## config.mk

```make
export PLATFORM = sky130hd
export DESIGN_NAME = hdr_video_top
export DESIGN_NICKNAME = d
export VERILOG_FILES = /design/src/hw/hdr_pkg.sv /design/src/hw/hdr_video_ctrl.sv /design/src/hw/hdr_merge.sv /design/src/hw/pixel_select.sv /design/src/hw/credit_tx_fifo.sv /design/src/hw/hdr_video_top.sv
export SDC_FILE = /design/constraint.sdc
export NUM_CORES = 1
export LEC_CHECK = 0
export ABC_CLOCK_PERIOD_IN_PS = 4040
export BUFFER_PORTS_ARGS = -buffer_cell sky130_fd_sc_hd__buf_2
export CORE_AREA = 2 2 108 110
export CTS_BUF_LIST = sky130_fd_sc_hd__clkbuf_4
export DETAILED_ROUTE_END_ITERATION = 7
export DIE_AREA = 0 0 110 112
export PLACE_DENSITY = 0.77
export SLEW_MARGIN = 20
export SYNTH_ARGS = -nofsm -noshare
export SYNTH_HDL_FRONTEND = slang
export SYNTH_SLANG_ARGS = --single-unit
```

## constraint.sdc

```tcl
create_clock -name sys_clk_b -period 4.04 [get_ports sys_clk_b]
set_input_delay 0.808 -clock sys_clk_b [delete_from_list [all_inputs] [get_ports sys_clk_b]]
set_output_delay 0.808 -clock sys_clk_b [all_outputs]
set_load 0.05 [all_outputs]
```

## src/hw/hdr_pkg.sv

```systemverilog
//==================================================
// widths, opcodes and stream structs of the HDR
// pixel path, referenced by scoped names
//==================================================
package hdr_pkg;

	localparam int RAW_W = 8;	// sensor pixel
	localparam int SUM_W = 10;	// merged pair, headroom for the carry
	localparam int OUT_W = 8;

	// routing opcode, latched per frame
	typedef enum logic [1:0]
	{
		MODE_CAM0 = 2'd0,
		MODE_CAM1 = 2'd1,
		MODE_HDR  = 2'd2
	} pix_mode_e;

	typedef enum logic [1:0]
	{
		SEQ_HOLD  = 2'd0,
		SEQ_COUNT = 2'd1,
		SEQ_RUN   = 2'd2
	} seq_state_e;

	typedef struct packed
	{
		logic valid;
		logic sop;
		logic eop;
		logic [RAW_W-1:0] pix0;
		logic [RAW_W-1:0] pix1;
	} raw_pair_t;

	typedef struct packed
	{
		logic valid;
		logic sop;
		logic eop;
		logic [RAW_W-1:0] pix0;
		logic [RAW_W-1:0] pix1;
		logic [SUM_W-1:0] sum;
	} merged_t;

	typedef struct packed
	{
		logic valid;
		logic sop;
		logic eop;
		logic [OUT_W-1:0] pix;
	} out_pix_t;

endpackage

```

## src/hw/hdr_video_ctrl.sv

```systemverilog
//==================================================
// switch resync with per-frame mode latch, and the
// sensor reset sequencer released after power-up
//==================================================
`timescale 1ns/1ps
module hdr_video_ctrl
#(
	parameter int CAM_RESET_CYCLES = 2500
)
(
	input  logic               sys_clk_b,
	input  logic               reset_n_b,
	input  logic               vsync_i,
	input  logic [3:0]         switches_i,
	output hdr_pkg::pix_mode_e mode_o,
	output logic               cam_resetb_o
);
	localparam int CNT_W = $clog2(CAM_RESET_CYCLES + 1);
	localparam logic [CNT_W-1:0] CNT_LAST = CNT_W'(CAM_RESET_CYCLES - 1);

	logic [3:0] sw_meta;
	logic [3:0] sw_sync;
	logic [2:0] vs_sh;	// meta, sync, previous
	logic frame_start;
	hdr_pkg::pix_mode_e mode_dec;
	hdr_pkg::pix_mode_e mode_q;
	hdr_pkg::seq_state_e state_q;
	logic [CNT_W-1:0] cnt_q;
	logic cam_resetb_q;

	always_ff @(posedge sys_clk_b or negedge reset_n_b)
	begin
		if (!reset_n_b)
		begin
			sw_meta <= '0;
			sw_sync <= '0;
			vs_sh <= '0;
		end
		else
		begin
			sw_meta <= switches_i;
			sw_sync <= sw_meta;
			vs_sh <= {vs_sh[1:0], vsync_i};
		end
	end

	assign frame_start = vs_sh[1] & ~vs_sh[2];

	// upper two switches carry no routing
	always_comb
	begin
		casez (sw_sync)
			4'b??10: mode_dec = hdr_pkg::MODE_CAM1;
			4'b??11: mode_dec = hdr_pkg::MODE_HDR;
			default: mode_dec = hdr_pkg::MODE_CAM0;	// 01 and 00
		endcase
	end

	always_ff @(posedge sys_clk_b or negedge reset_n_b)
	begin
		if (!reset_n_b)
			mode_q <= hdr_pkg::MODE_CAM0;
		else if (frame_start)
			mode_q <= mode_dec;	// never mid-frame
	end

	always_ff @(posedge sys_clk_b or negedge reset_n_b)
	begin
		if (!reset_n_b)
		begin
			state_q <= hdr_pkg::SEQ_HOLD;
			cnt_q <= '0;
			cam_resetb_q <= 1'b0;
		end
		else
		begin
			case (state_q)
				hdr_pkg::SEQ_HOLD: state_q <= hdr_pkg::SEQ_COUNT;
				hdr_pkg::SEQ_COUNT:
				begin
					cnt_q <= cnt_q + 1'b1;
					if (cnt_q == CNT_LAST)
					begin
						state_q <= hdr_pkg::SEQ_RUN;
						cam_resetb_q <= 1'b1;	// sensors out of reset
					end
				end
				hdr_pkg::SEQ_RUN: state_q <= hdr_pkg::SEQ_RUN;
				default: state_q <= hdr_pkg::SEQ_HOLD;
			endcase
		end
	end

	assign mode_o = mode_q;
	assign cam_resetb_o = cam_resetb_q;

endmodule

```

## src/hw/hdr_merge.sv

```systemverilog
//==================================================
// registers the camera pair with its 10-bit sum
//==================================================
`timescale 1ns/1ps
module hdr_merge
(
	input  logic               sys_clk_b,
	input  logic               reset_n_b,
	input  hdr_pkg::raw_pair_t cam_i,
	output hdr_pkg::merged_t   merged_o
);
	logic valid_q;
	logic sop_q;
	logic eop_q;
	logic [hdr_pkg::RAW_W-1:0] pix0_q;
	logic [hdr_pkg::RAW_W-1:0] pix1_q;
	logic [hdr_pkg::SUM_W-1:0] sum_q;

	always_ff @(posedge sys_clk_b or negedge reset_n_b)
	begin
		if (!reset_n_b)
		begin
			valid_q <= 1'b0;
			sop_q <= 1'b0;
			eop_q <= 1'b0;
		end
		else
		begin
			valid_q <= cam_i.valid;
			sop_q <= cam_i.sop;
			eop_q <= cam_i.eop;
		end
	end

	always_ff @(posedge sys_clk_b)
	begin
		pix0_q <= cam_i.pix0;
		pix1_q <= cam_i.pix1;
		sum_q <= hdr_pkg::SUM_W'(cam_i.pix0) + hdr_pkg::SUM_W'(cam_i.pix1);
	end

	assign merged_o = '{valid: valid_q, sop: sop_q, eop: eop_q,
		pix0: pix0_q, pix1: pix1_q, sum: sum_q};

endmodule

```

## src/hw/pixel_select.sv

```systemverilog
//==================================================
// per-mode routing of camera 0, camera 1 or the HDR
// sum, reduced to the 8-bit output pixel
//==================================================
`timescale 1ns/1ps
module pixel_select
(
	input  logic               sys_clk_b,
	input  logic               reset_n_b,
	input  hdr_pkg::pix_mode_e mode_i,
	input  hdr_pkg::merged_t   merged_i,
	output hdr_pkg::out_pix_t  pix_o
);
	logic valid_q;
	logic sop_q;
	logic eop_q;
	logic [hdr_pkg::OUT_W-1:0] pix_q;

	// framing is shared by all three sources
	always_ff @(posedge sys_clk_b or negedge reset_n_b)
	begin
		if (!reset_n_b)
		begin
			valid_q <= 1'b0;
			sop_q <= 1'b0;
			eop_q <= 1'b0;
		end
		else
		begin
			valid_q <= merged_i.valid;
			sop_q <= merged_i.sop;
			eop_q <= merged_i.eop;
		end
	end

	always_ff @(posedge sys_clk_b)
	begin
		case (mode_i)
			hdr_pkg::MODE_CAM0: pix_q <= merged_i.pix0[hdr_pkg::OUT_W-1:0];
			hdr_pkg::MODE_CAM1: pix_q <= merged_i.pix1[hdr_pkg::OUT_W-1:0];
			hdr_pkg::MODE_HDR: pix_q <= merged_i.sum[hdr_pkg::OUT_W:1];	// floor average
			default: pix_q <= merged_i.pix0[hdr_pkg::OUT_W-1:0];
		endcase
	end

	assign pix_o = '{valid: valid_q, sop: sop_q, eop: eop_q, pix: pix_q};

endmodule

```

## src/hw/credit_tx_fifo.sv

```systemverilog
//==================================================
// output FIFO sent under credit flow control, drops
// on full and flags it until reset
//==================================================
`timescale 1ns/1ps
module credit_tx_fifo
#(
	parameter int FIFO_DEPTH = 8,
	parameter int CREDITS = 4
)
(
	input  logic              sys_clk_b,
	input  logic              reset_n_b,
	input  hdr_pkg::out_pix_t pix_i,
	input  logic              credit_i,
	output hdr_pkg::out_pix_t pix_o,
	output logic              overflow_o
);
	localparam int PTR_W = (FIFO_DEPTH > 1) ? $clog2(FIFO_DEPTH) : 1;
	localparam int CNT_W = $clog2(FIFO_DEPTH + 1);
	localparam int CRD_W = $clog2(CREDITS + 1);
	localparam int WORD_W = hdr_pkg::OUT_W + 2;
	localparam logic [PTR_W-1:0] PTR_LAST = PTR_W'(FIFO_DEPTH - 1);
	localparam logic [CNT_W-1:0] CNT_FULL = CNT_W'(FIFO_DEPTH);
	localparam logic [CRD_W-1:0] CRD_INIT = CRD_W'(CREDITS);

	logic [WORD_W-1:0] mem [FIFO_DEPTH];	// sop, eop, pix
	logic [WORD_W-1:0] rd_word;
	logic [PTR_W-1:0] wr_ptr_q;
	logic [PTR_W-1:0] rd_ptr_q;
	logic [CNT_W-1:0] count_q;
	logic [CRD_W-1:0] credit_q;
	logic overflow_q;
	logic full;
	logic wr_en;
	logic rd_en;

	assign full = (count_q == CNT_FULL);
	assign wr_en = pix_i.valid & ~full;
	assign rd_en = (count_q != '0) & (credit_q != '0);	// one credit per pixel

	always_ff @(posedge sys_clk_b)
	begin
		if (wr_en)
			mem[wr_ptr_q] <= {pix_i.sop, pix_i.eop, pix_i.pix};
	end

	always_ff @(posedge sys_clk_b or negedge reset_n_b)
	begin
		if (!reset_n_b)
		begin
			wr_ptr_q <= '0;
			rd_ptr_q <= '0;
			count_q <= '0;
			credit_q <= CRD_INIT;
			overflow_q <= 1'b0;
		end
		else
		begin
			if (wr_en)
				wr_ptr_q <= (wr_ptr_q == PTR_LAST) ? '0 : wr_ptr_q + 1'b1;
			if (rd_en)
				rd_ptr_q <= (rd_ptr_q == PTR_LAST) ? '0 : rd_ptr_q + 1'b1;
			case ({wr_en, rd_en})
				2'b10: count_q <= count_q + 1'b1;
				2'b01: count_q <= count_q - 1'b1;
				default: count_q <= count_q;
			endcase
			case ({credit_i, rd_en})
				2'b10: credit_q <= credit_q + 1'b1;	// sink freed a slot
				2'b01: credit_q <= credit_q - 1'b1;
				default: credit_q <= credit_q;
			endcase
			if (pix_i.valid && full)
				overflow_q <= 1'b1;	// sticky
		end
	end

	assign rd_word = mem[rd_ptr_q];
	assign pix_o = '{valid: rd_en, sop: rd_en & rd_word[WORD_W-1],
		eop: rd_en & rd_word[WORD_W-2], pix: rd_word[hdr_pkg::OUT_W-1:0]};
	assign overflow_o = overflow_q;

endmodule

```

## src/hw/hdr_video_top.sv

```systemverilog
//==================================================
// dual-camera HDR pixel core, sys_clk_b domain only
//==================================================
`timescale 1ns/1ps
module hdr_video_top
#(
	parameter int CAM_RESET_CYCLES = 2500,
	parameter int FIFO_DEPTH = 8,
	parameter int CREDITS = 4
)
(
	input  logic               sys_clk_b,
	input  logic               reset_n_b,
	input  hdr_pkg::raw_pair_t cam_i,
	input  logic               vsync_i,
	input  logic [3:0]         switches_i,
	input  logic               credit_i,
	output hdr_pkg::out_pix_t  pix_o,
	output logic               cam_resetb_o,
	output logic               overflow_o
);
	hdr_pkg::pix_mode_e mode;
	hdr_pkg::merged_t merged;
	hdr_pkg::out_pix_t sel_pix;

	hdr_video_ctrl
	#(
		.CAM_RESET_CYCLES	( CAM_RESET_CYCLES	)
	)
	hdr_video_ctrl_i
	(
		.sys_clk_b		( sys_clk_b		),
		.reset_n_b		( reset_n_b		),
		.vsync_i		( vsync_i		),
		.switches_i		( switches_i	),
		.mode_o			( mode			),
		.cam_resetb_o	( cam_resetb_o	)
	);

	hdr_merge hdr_merge_i
	(
		.sys_clk_b		( sys_clk_b		),
		.reset_n_b		( reset_n_b		),
		.cam_i			( cam_i			),
		.merged_o		( merged		)
	);

	// stage 2, routing per frame mode
	pixel_select pixel_select_i
	(
		.sys_clk_b		( sys_clk_b		),
		.reset_n_b		( reset_n_b		),
		.mode_i			( mode			),
		.merged_i		( merged		),
		.pix_o			( sel_pix		)
	);

	credit_tx_fifo
	#(
		.FIFO_DEPTH		( FIFO_DEPTH	),
		.CREDITS		( CREDITS		)
	)
	credit_tx_fifo_i
	(
		.sys_clk_b		( sys_clk_b		),
		.reset_n_b		( reset_n_b		),
		.pix_i			( sel_pix		),
		.credit_i		( credit_i		),
		.pix_o			( pix_o			),
		.overflow_o		( overflow_o	)
	);

endmodule

```

==> run metrics, run 1 <==
Finished Layout Cells=578; Synth warnings=0; RSZ-0062 raised after global routing=false; crit path buf inv count=1; largest family of logic cells by synthesized area=multiplexers; sw power=1.64 mW; top cell type's share of synthesized area=39.9%; Seq pwr share=47.6%; ys flop type=edfxtp_1; startpoint types=flop; CP Class=reg -> out; vias in the first global route=3,250; Clock Root Buffer=clkbuf_4; Tightest Pin Transition=1.04 ns; # fillers=858; Via density=5.43; worst vdd ir=0.668 mV; #FFs+latches synth=156; CP required=3.23 ns; Critical Path AT=2.47 ns; status=complete, no violations; IO buf count=37; switching share of power=35.8%; Mapped Nets=424; Synth Area in Simple Gates=5.69%; GRT overflow=0; die width=110 um; Cell Area, Placed=6380 sq um; total of max-cap violations=0; CTS tree=built; Synth cell types=43; final core utilization=59.7%; post-route clock period utilization=81.2%; register area=4150 sq um; Clk pin slew, worst setup/hold paths=0.13 ns; Async SR Flop Fraction=28.2%; Routed WL per cell=16.4 um; Critical-path top delay cell=dfrtp_1; Setup TNS=0 ns; Initial DRT Pass Iterations=4; Worst-Skew Late Latency=0.53 ns; Static Leak=2.60 nW; synthesis-to-finish area growth=10.6%; Fin Clk Skew=0.0180 ns; setup repair bufs after CTS=0; Synth Area in Adders=4.82%; Final Hold Vio Count=0; power per cell area=685 nW/um^2; Routability Congestion=0.741; Initial Util=53.9%; Post-synth EDFFs=80; share of cells above drive strength 1=26.2%; ANT nets after route=0; Clock Tree Buf Depth=2; CTS Hold Bufs=0; CP startpoint=credit_tx_fifo_i.rd_ptr_q[1]; initial antenna violation count=0; I/O Pins=40; Hold Path Depth=0; clock buffer count from CTS=17; max-slew violations=0; clock sink count=156; diodes inserted=0; Hold Path Origin=hdr_merge_i.eop_q; final instance area=6670 sq um; Setup-failing EPs final=0; CP delay by family, top=flip-flops; Crit path largest cell delay=1.01 ns; multi-input logic area=1820 sq um; cell count after synthesis=375; Synth area leader=edfxtp_1; Comb pwr share=32.2%; total global-route track usage=17.5%; Reg2Reg Depth=10; xor/xnor share of the synthesized area=3.49%; die extent in y=112 um; Initial DRC Count=116; mux cell area share after synthesis=10.4%; Final nets=471; CP max FO=22; Die ar.=12,300 sq um; H-tree depth=4; Clock Power Share=20.2%; maximum clock rate=0.305 GHz; dominant cells by area after synthesis=edfxtp_1, dfrtp_1, dfxtp_1; RR Startpoint=credit_tx_fifo_i.count_q[2]; Synth Cell Area=6030 sq um; # DRC=0; Synth Area in Compound Gates=5.25%; Hold Path Class=reg -> reg; first-pass GRT wire length=15.8 mm; Levels on crit path=3; CP cell instances=mux4_2, mux2_2, buf_2; Crit. End Element=output pin; via count=3,138; Placed Instances=546; Rows=39; post-synthesis sequential area ratio=68.8%; Final Critical Period=3.28 ns; CORE AREA=11,200 sq um; largest net degree at the start of global routing=45; HPWL after DPL=6.21 mm; Mapped Avg Cell Area=16.1 sq um; Post-CTS Resized=0; slew margin rel.=30.5%; internal cell power=2.93 mW; Total Wirelength=9.49 mm
==> metal layers <==
metal  part of all wire [%]  vias up  global-route usage (%)
li1                       -     1491                       -
met2                     50       74                    28.4
met4                    1.9        0                    7.00
met1                     43     1552                    21.6
met5                      0        -                       0
met3                    5.3       21                    5.56
==> worst paths after layout <==
| check | endpoint | slack, ns |
|---|---|---|
| worst max-delay path | pix_o[6] | 0.76 |
| worst min-delay path | pixel_select_i.eop_q | 0.36 |
| worst max register to register | credit_tx_fifo_i.count_q[2] | 1.52 |
| worst min register to register | pixel_select_i.eop_q | 0.36 |
| max in group asynchronous | pixel_select_i.sop_q | 3.04 |
| min in group asynchronous | credit_tx_fifo_i.rd_ptr_q[0] | 0.40 |
==> flip-flops by register name (all words and copies together) (netlist names), 2 cells and up <==
signal                     cells
credit_tx_fifo_i.mem          80
hdr_video_ctrl_i.cnt_q        12
hdr_merge_i.pix0_q             8
hdr_merge_i.pix1_q             8
hdr_merge_i.sum_q              8
pixel_select_i.pix_q           8
credit_tx_fifo_i.count_q       4
credit_tx_fifo_i.credit_q      3
credit_tx_fifo_i.rd_ptr_q      3
credit_tx_fifo_i.wr_ptr_q      3
hdr_video_ctrl_i.vs_sh         3
hdr_video_ctrl_i.mode_o        2
hdr_video_ctrl_i.state_q       2
hdr_video_ctrl_i.sw_meta       2
hdr_video_ctrl_i.sw_sync       2
==> layout make-up <==
class | count | share of cell area (%)
tap | 143 | 2.68
inverter | 11 | 0.619
timing repair buffer | 39 | 3.00
clock inverter | 13 | 2.10
sequential | 156 | 62.2
multi-input combinational | 197 | 27.3
clock buffer | 19 | 2.14
==> kinds of logic (layout without fill, tap and decap cells) <==
kind of cell | Yosys count | in the layout
adders and majority gates | 22 | 22
buffers and inverters | 22 | 82
muxes | 36 | 36
and+or+nand+nor | 71 | 71
DFF | 156 | 156
xor gates and xnor gates | 24 | 24
AOI/OAI and AO/OA | 44 | 44
==> metrics by stage <==
| stage | hold WS (ns) | setup WS, ns | power, mW |
|---|---|---|---|
| global placement | 0.332 | 1.34 | 3.62 |
| global route | 0.316 | 0.603 | 4.82 |
| CTS | 0.326 | 0.698 | 4.61 |
| detailed placement | 0.335 | 1.31 | 3.69 |
| finish | 0.356 | 0.761 | 4.57 |
| floorplan | 0.331 | 1.56 | 3.34 |
==> cell usage after synthesis (3+ instances only) <==
library cell  instances
a21o_1                5
a21oi_1               7
a22oi_1               8
and3_1                4
buf_4                 3
clkbuf_1              6
dfrtp_1              43
dfxtp_1              32
edfxtp_1             80
ha_1                 20
inv_1                11
mux2_1                3
mux2_2               10
mux2i_1               3
mux4_2               20
nand2_1              27
nand2b_1              6
nand4_1               4
nor2_1               11
nor2b_1               3
nor3_1                8
o21ai_0              12
xnor2_1              11
xor2_1               13
==> cell usage in the layout (no fill, tap or decap), drive strengths merged, types with 2 or more instances in the layout <==
| cell type | synthesis | routed |
|---|---|---|
| a21o | 5 | 5 |
| a21oi | 7 | 7 |
| a22oi | 8 | 8 |
| a31o | 2 | 2 |
| and3 | 4 | 4 |
| buf | 5 | 39 |
| bufinv | 0 | 2 |
| clkbuf | 6 | 19 |
| clkinv | 0 | 3 |
| dfrtp | 43 | 43 |
| dfxtp | 32 | 32 |
| edfxtp | 80 | 80 |
| fa | 2 | 2 |
| ha | 20 | 20 |
| inv | 11 | 18 |
| mux2 | 13 | 13 |
| mux2i | 3 | 3 |
| mux4 | 20 | 20 |
| nand2 | 27 | 27 |
| nand2b | 6 | 6 |
| nand3 | 2 | 2 |
| nand4 | 4 | 4 |
| nor2 | 11 | 11 |
| nor2b | 3 | 3 |
| nor3 | 8 | 8 |
| nor4 | 3 | 3 |
| o211ai | 2 | 2 |
| o21ai | 14 | 14 |
| or3 | 2 | 2 |
| xnor2 | 11 | 11 |
| xor2 | 13 | 13 |
==> power groups by stage <==
| stage | Clock (mW) | Sequential (mW) | Combinational [mW] |
|---|---|---|---|
| finish | 0.923 | 2.17 | 1.47 |
| global route | 1.01 | 2.21 | 1.61 |
| CTS | 0.945 | 2.18 | 1.49 |
| detailed placement | 0 | 2.21 | 1.48 |
| global placement | 0 | 2.19 | 1.44 |
| floorplan | 0 | 2.11 | 1.22 |
No activity file was read; power rests on OpenSTA's default activity.
==> inputs of run 2 (changes only) <==
--- a/config.mk
+++ b/config.mk
@@ -5,7 +5,7 @@
 export SDC_FILE = /design/constraint.sdc
 export NUM_CORES = 1
 export LEC_CHECK = 0
-export ABC_CLOCK_PERIOD_IN_PS = 4040
+export ABC_CLOCK_PERIOD_IN_PS = 3400
 export BUFFER_PORTS_ARGS = -buffer_cell sky130_fd_sc_hd__buf_2
 export CORE_AREA = 2 2 108 110
 export CTS_BUF_LIST = sky130_fd_sc_hd__clkbuf_4
==> constraint.sdc (replaced) <==
create_clock -name sys_clk_b -period 3.4 [get_ports sys_clk_b]
set_input_delay 0.68 -clock sys_clk_b [delete_from_list [all_inputs] [get_ports sys_clk_b]]
set_output_delay 0.68 -clock sys_clk_b [all_outputs]
set_load 0.05 [all_outputs]
==> run metrics, run 2 (synthesized netlist as in run 1, its figures left out) <==
status=complete, no violations; GRT overflow=0; Rows=39; # DRC=0; first-pass GRT wire length=15.5 mm; # fillers=847; max-slew violations=0; setup repair bufs after CTS=0; Tightest Pin Transition=0.948 ns; RSZ-0062 raised after global routing=false; HPWL after DPL=6.11 mm; share of cells above drive strength 1=25.7%; die extent in y=112 um; Clk pin slew, worst setup/hold paths=0.13 ns; via count=3,251; Initial Util=53.9%; vias in the first global route=3,179; startpoint types=flop; multi-input logic area=1790 sq um; Post-CTS Resized=0; register area=4150 sq um; CORE AREA=11,200 sq um; Setup-failing EPs final=0; Finished Layout Cells=587; clock buffer count from CTS=17; CP cell instances=buf_4, mux4_2, mux2_2, buf_2; Crit path largest cell delay=0.56 ns; CP max FO=23; largest reg by FF count=credit_tx_fifo_i.mem; Initial DRT Pass Iterations=4; Via density=5.54; Setup TNS=0 ns; slew margin rel.=36.8%; Regs by FF count=credit_tx_fifo_i.mem x80, hdr_video_ctrl_i.cnt_q x12; Largest register FFs=80; power per cell area=809 nW/um^2; Hold Path Class=in -> reg; Clock Tree Buf Depth=2; synthesis-to-finish area growth=11.3%; Total Wirelength=9.46 mm; Clock Root Buffer=clkbuf_4; Fin Clk Skew=0.0155 ns; most common cell after layout, fill and taps aside=edfxtp_1; largest net degree at the start of global routing=45; Crit. End Element=output pin; CP Class=reg -> out; initial antenna violation count=1; Final Critical Period=3.02 ns; maximum clock rate=0.332 GHz; CTS Hold Bufs=0; Routed WL per cell=16.1 um; post-route clock period utilization=88.7%; die width=110 um; I/O Pins=40; total global-route track usage=17.3%; worst vdd ir=0.633 mV; total of max-cap violations=0; Final nets=479; most frequent cells in the layout=edfxtp_1, dfrtp_1, buf_2; slack of the worst reg-to-reg path=0.96 ns; Placed Instances=554; H-tree depth=4; ANT nets after route=0; hold slack=0.241 ns; Initial DRC Count=118; CP required=2.72 ns; Routability Congestion=0.740; Die ar.=12,300 sq um; Static Leak=2.63 nW; clock sink count=156; IO buf count=37; Final Hold Vio Count=0; Worst-Skew Late Latency=0.54 ns; Critical-path top delay cell=mux4_2; CTS tree=built; Critical Path AT=2.34 ns
==> run 2: cell types whose count changed in the layout (fill, tap and decap cells not counted), moves of 3 or more <==
cell,before,now
buf_4,2,10
nor3_1,4,8
nor3_2,4,0
nor2_1,8,11
nor2_2,3,0
==> run 2: final timing paths <==
path                                                    from                          end  cells after the start
worst max-delay path            credit_tx_fifo_i.rd_ptr_q[0]                     pix_o[7]                      4
max in group asynchronous                          reset_n_b         pixel_select_i.sop_q                      1
worst min register to register           hdr_merge_i.valid_q       pixel_select_i.valid_q                      0
worst min-delay path                               cam_i[17]            hdr_merge_i.sop_q                      1
worst max register to register   credit_tx_fifo_i.count_q[2]  credit_tx_fifo_i.count_q[2]                     10
min in group asynchronous                          reset_n_b  credit_tx_fifo_i.count_q[2]                      1
==> run 2: critical path, delay by kind of cell, from the launching register on <==
family   cells  cell delay [ns]
buf+inv      2             0.59
flops        1             0.34
mux          2             0.85
==> run 2: final cells by class <==
class | count | share of cell area, %
clock buffer | 17 | 1.90
multi-input combinational | 197 | 26.7
clock inverter | 15 | 2.42
sequential | 156 | 61.8
tap | 143 | 2.67
inverter | 11 | 0.615
timing repair buffer | 47 | 3.88
antenna | 1 | 0.0373
==> run 2: power breakdown <==
| part | switching (mW) | leakage (nW) | internal [mW] |
|---|---|---|---|
| combinational | 1.10 | 0.944 | 0.716 |
| sequential | 0.200 | 1.54 | 2.32 |
| clock | 0.651 | 0.147 | 0.447 |
| total | 1.95 | 2.63 | 3.48 |
==> run 2: through the flow <==
| stage | cell area [sq um] | total power, mW | worst slack (ns) | utilization (%) |
|---|---|---|---|---|
| global placement | 6420 | 4.32 | 0.944 | 57.4 |
| floorplan | 6030 | 3.96 | 1.05 | - |
| detailed placement | 6420 | 4.40 | 0.930 | 57.4 |
| finish | 6710 | 5.43 | 0.383 | 60.1 |
| CTS | 6710 | 5.50 | 0.291 | 60.0 |
| global route | 6710 | 5.73 | 0.202 | 60.1 |
==> run 2: layer usage <==
metal | GRT usage (%) | wire, um
met1 | 21.8 | 3980
met5 | 0 | 0
met4 | 8.44 | 220
met3 | 4.86 | 516
met2 | 27.3 | 4740
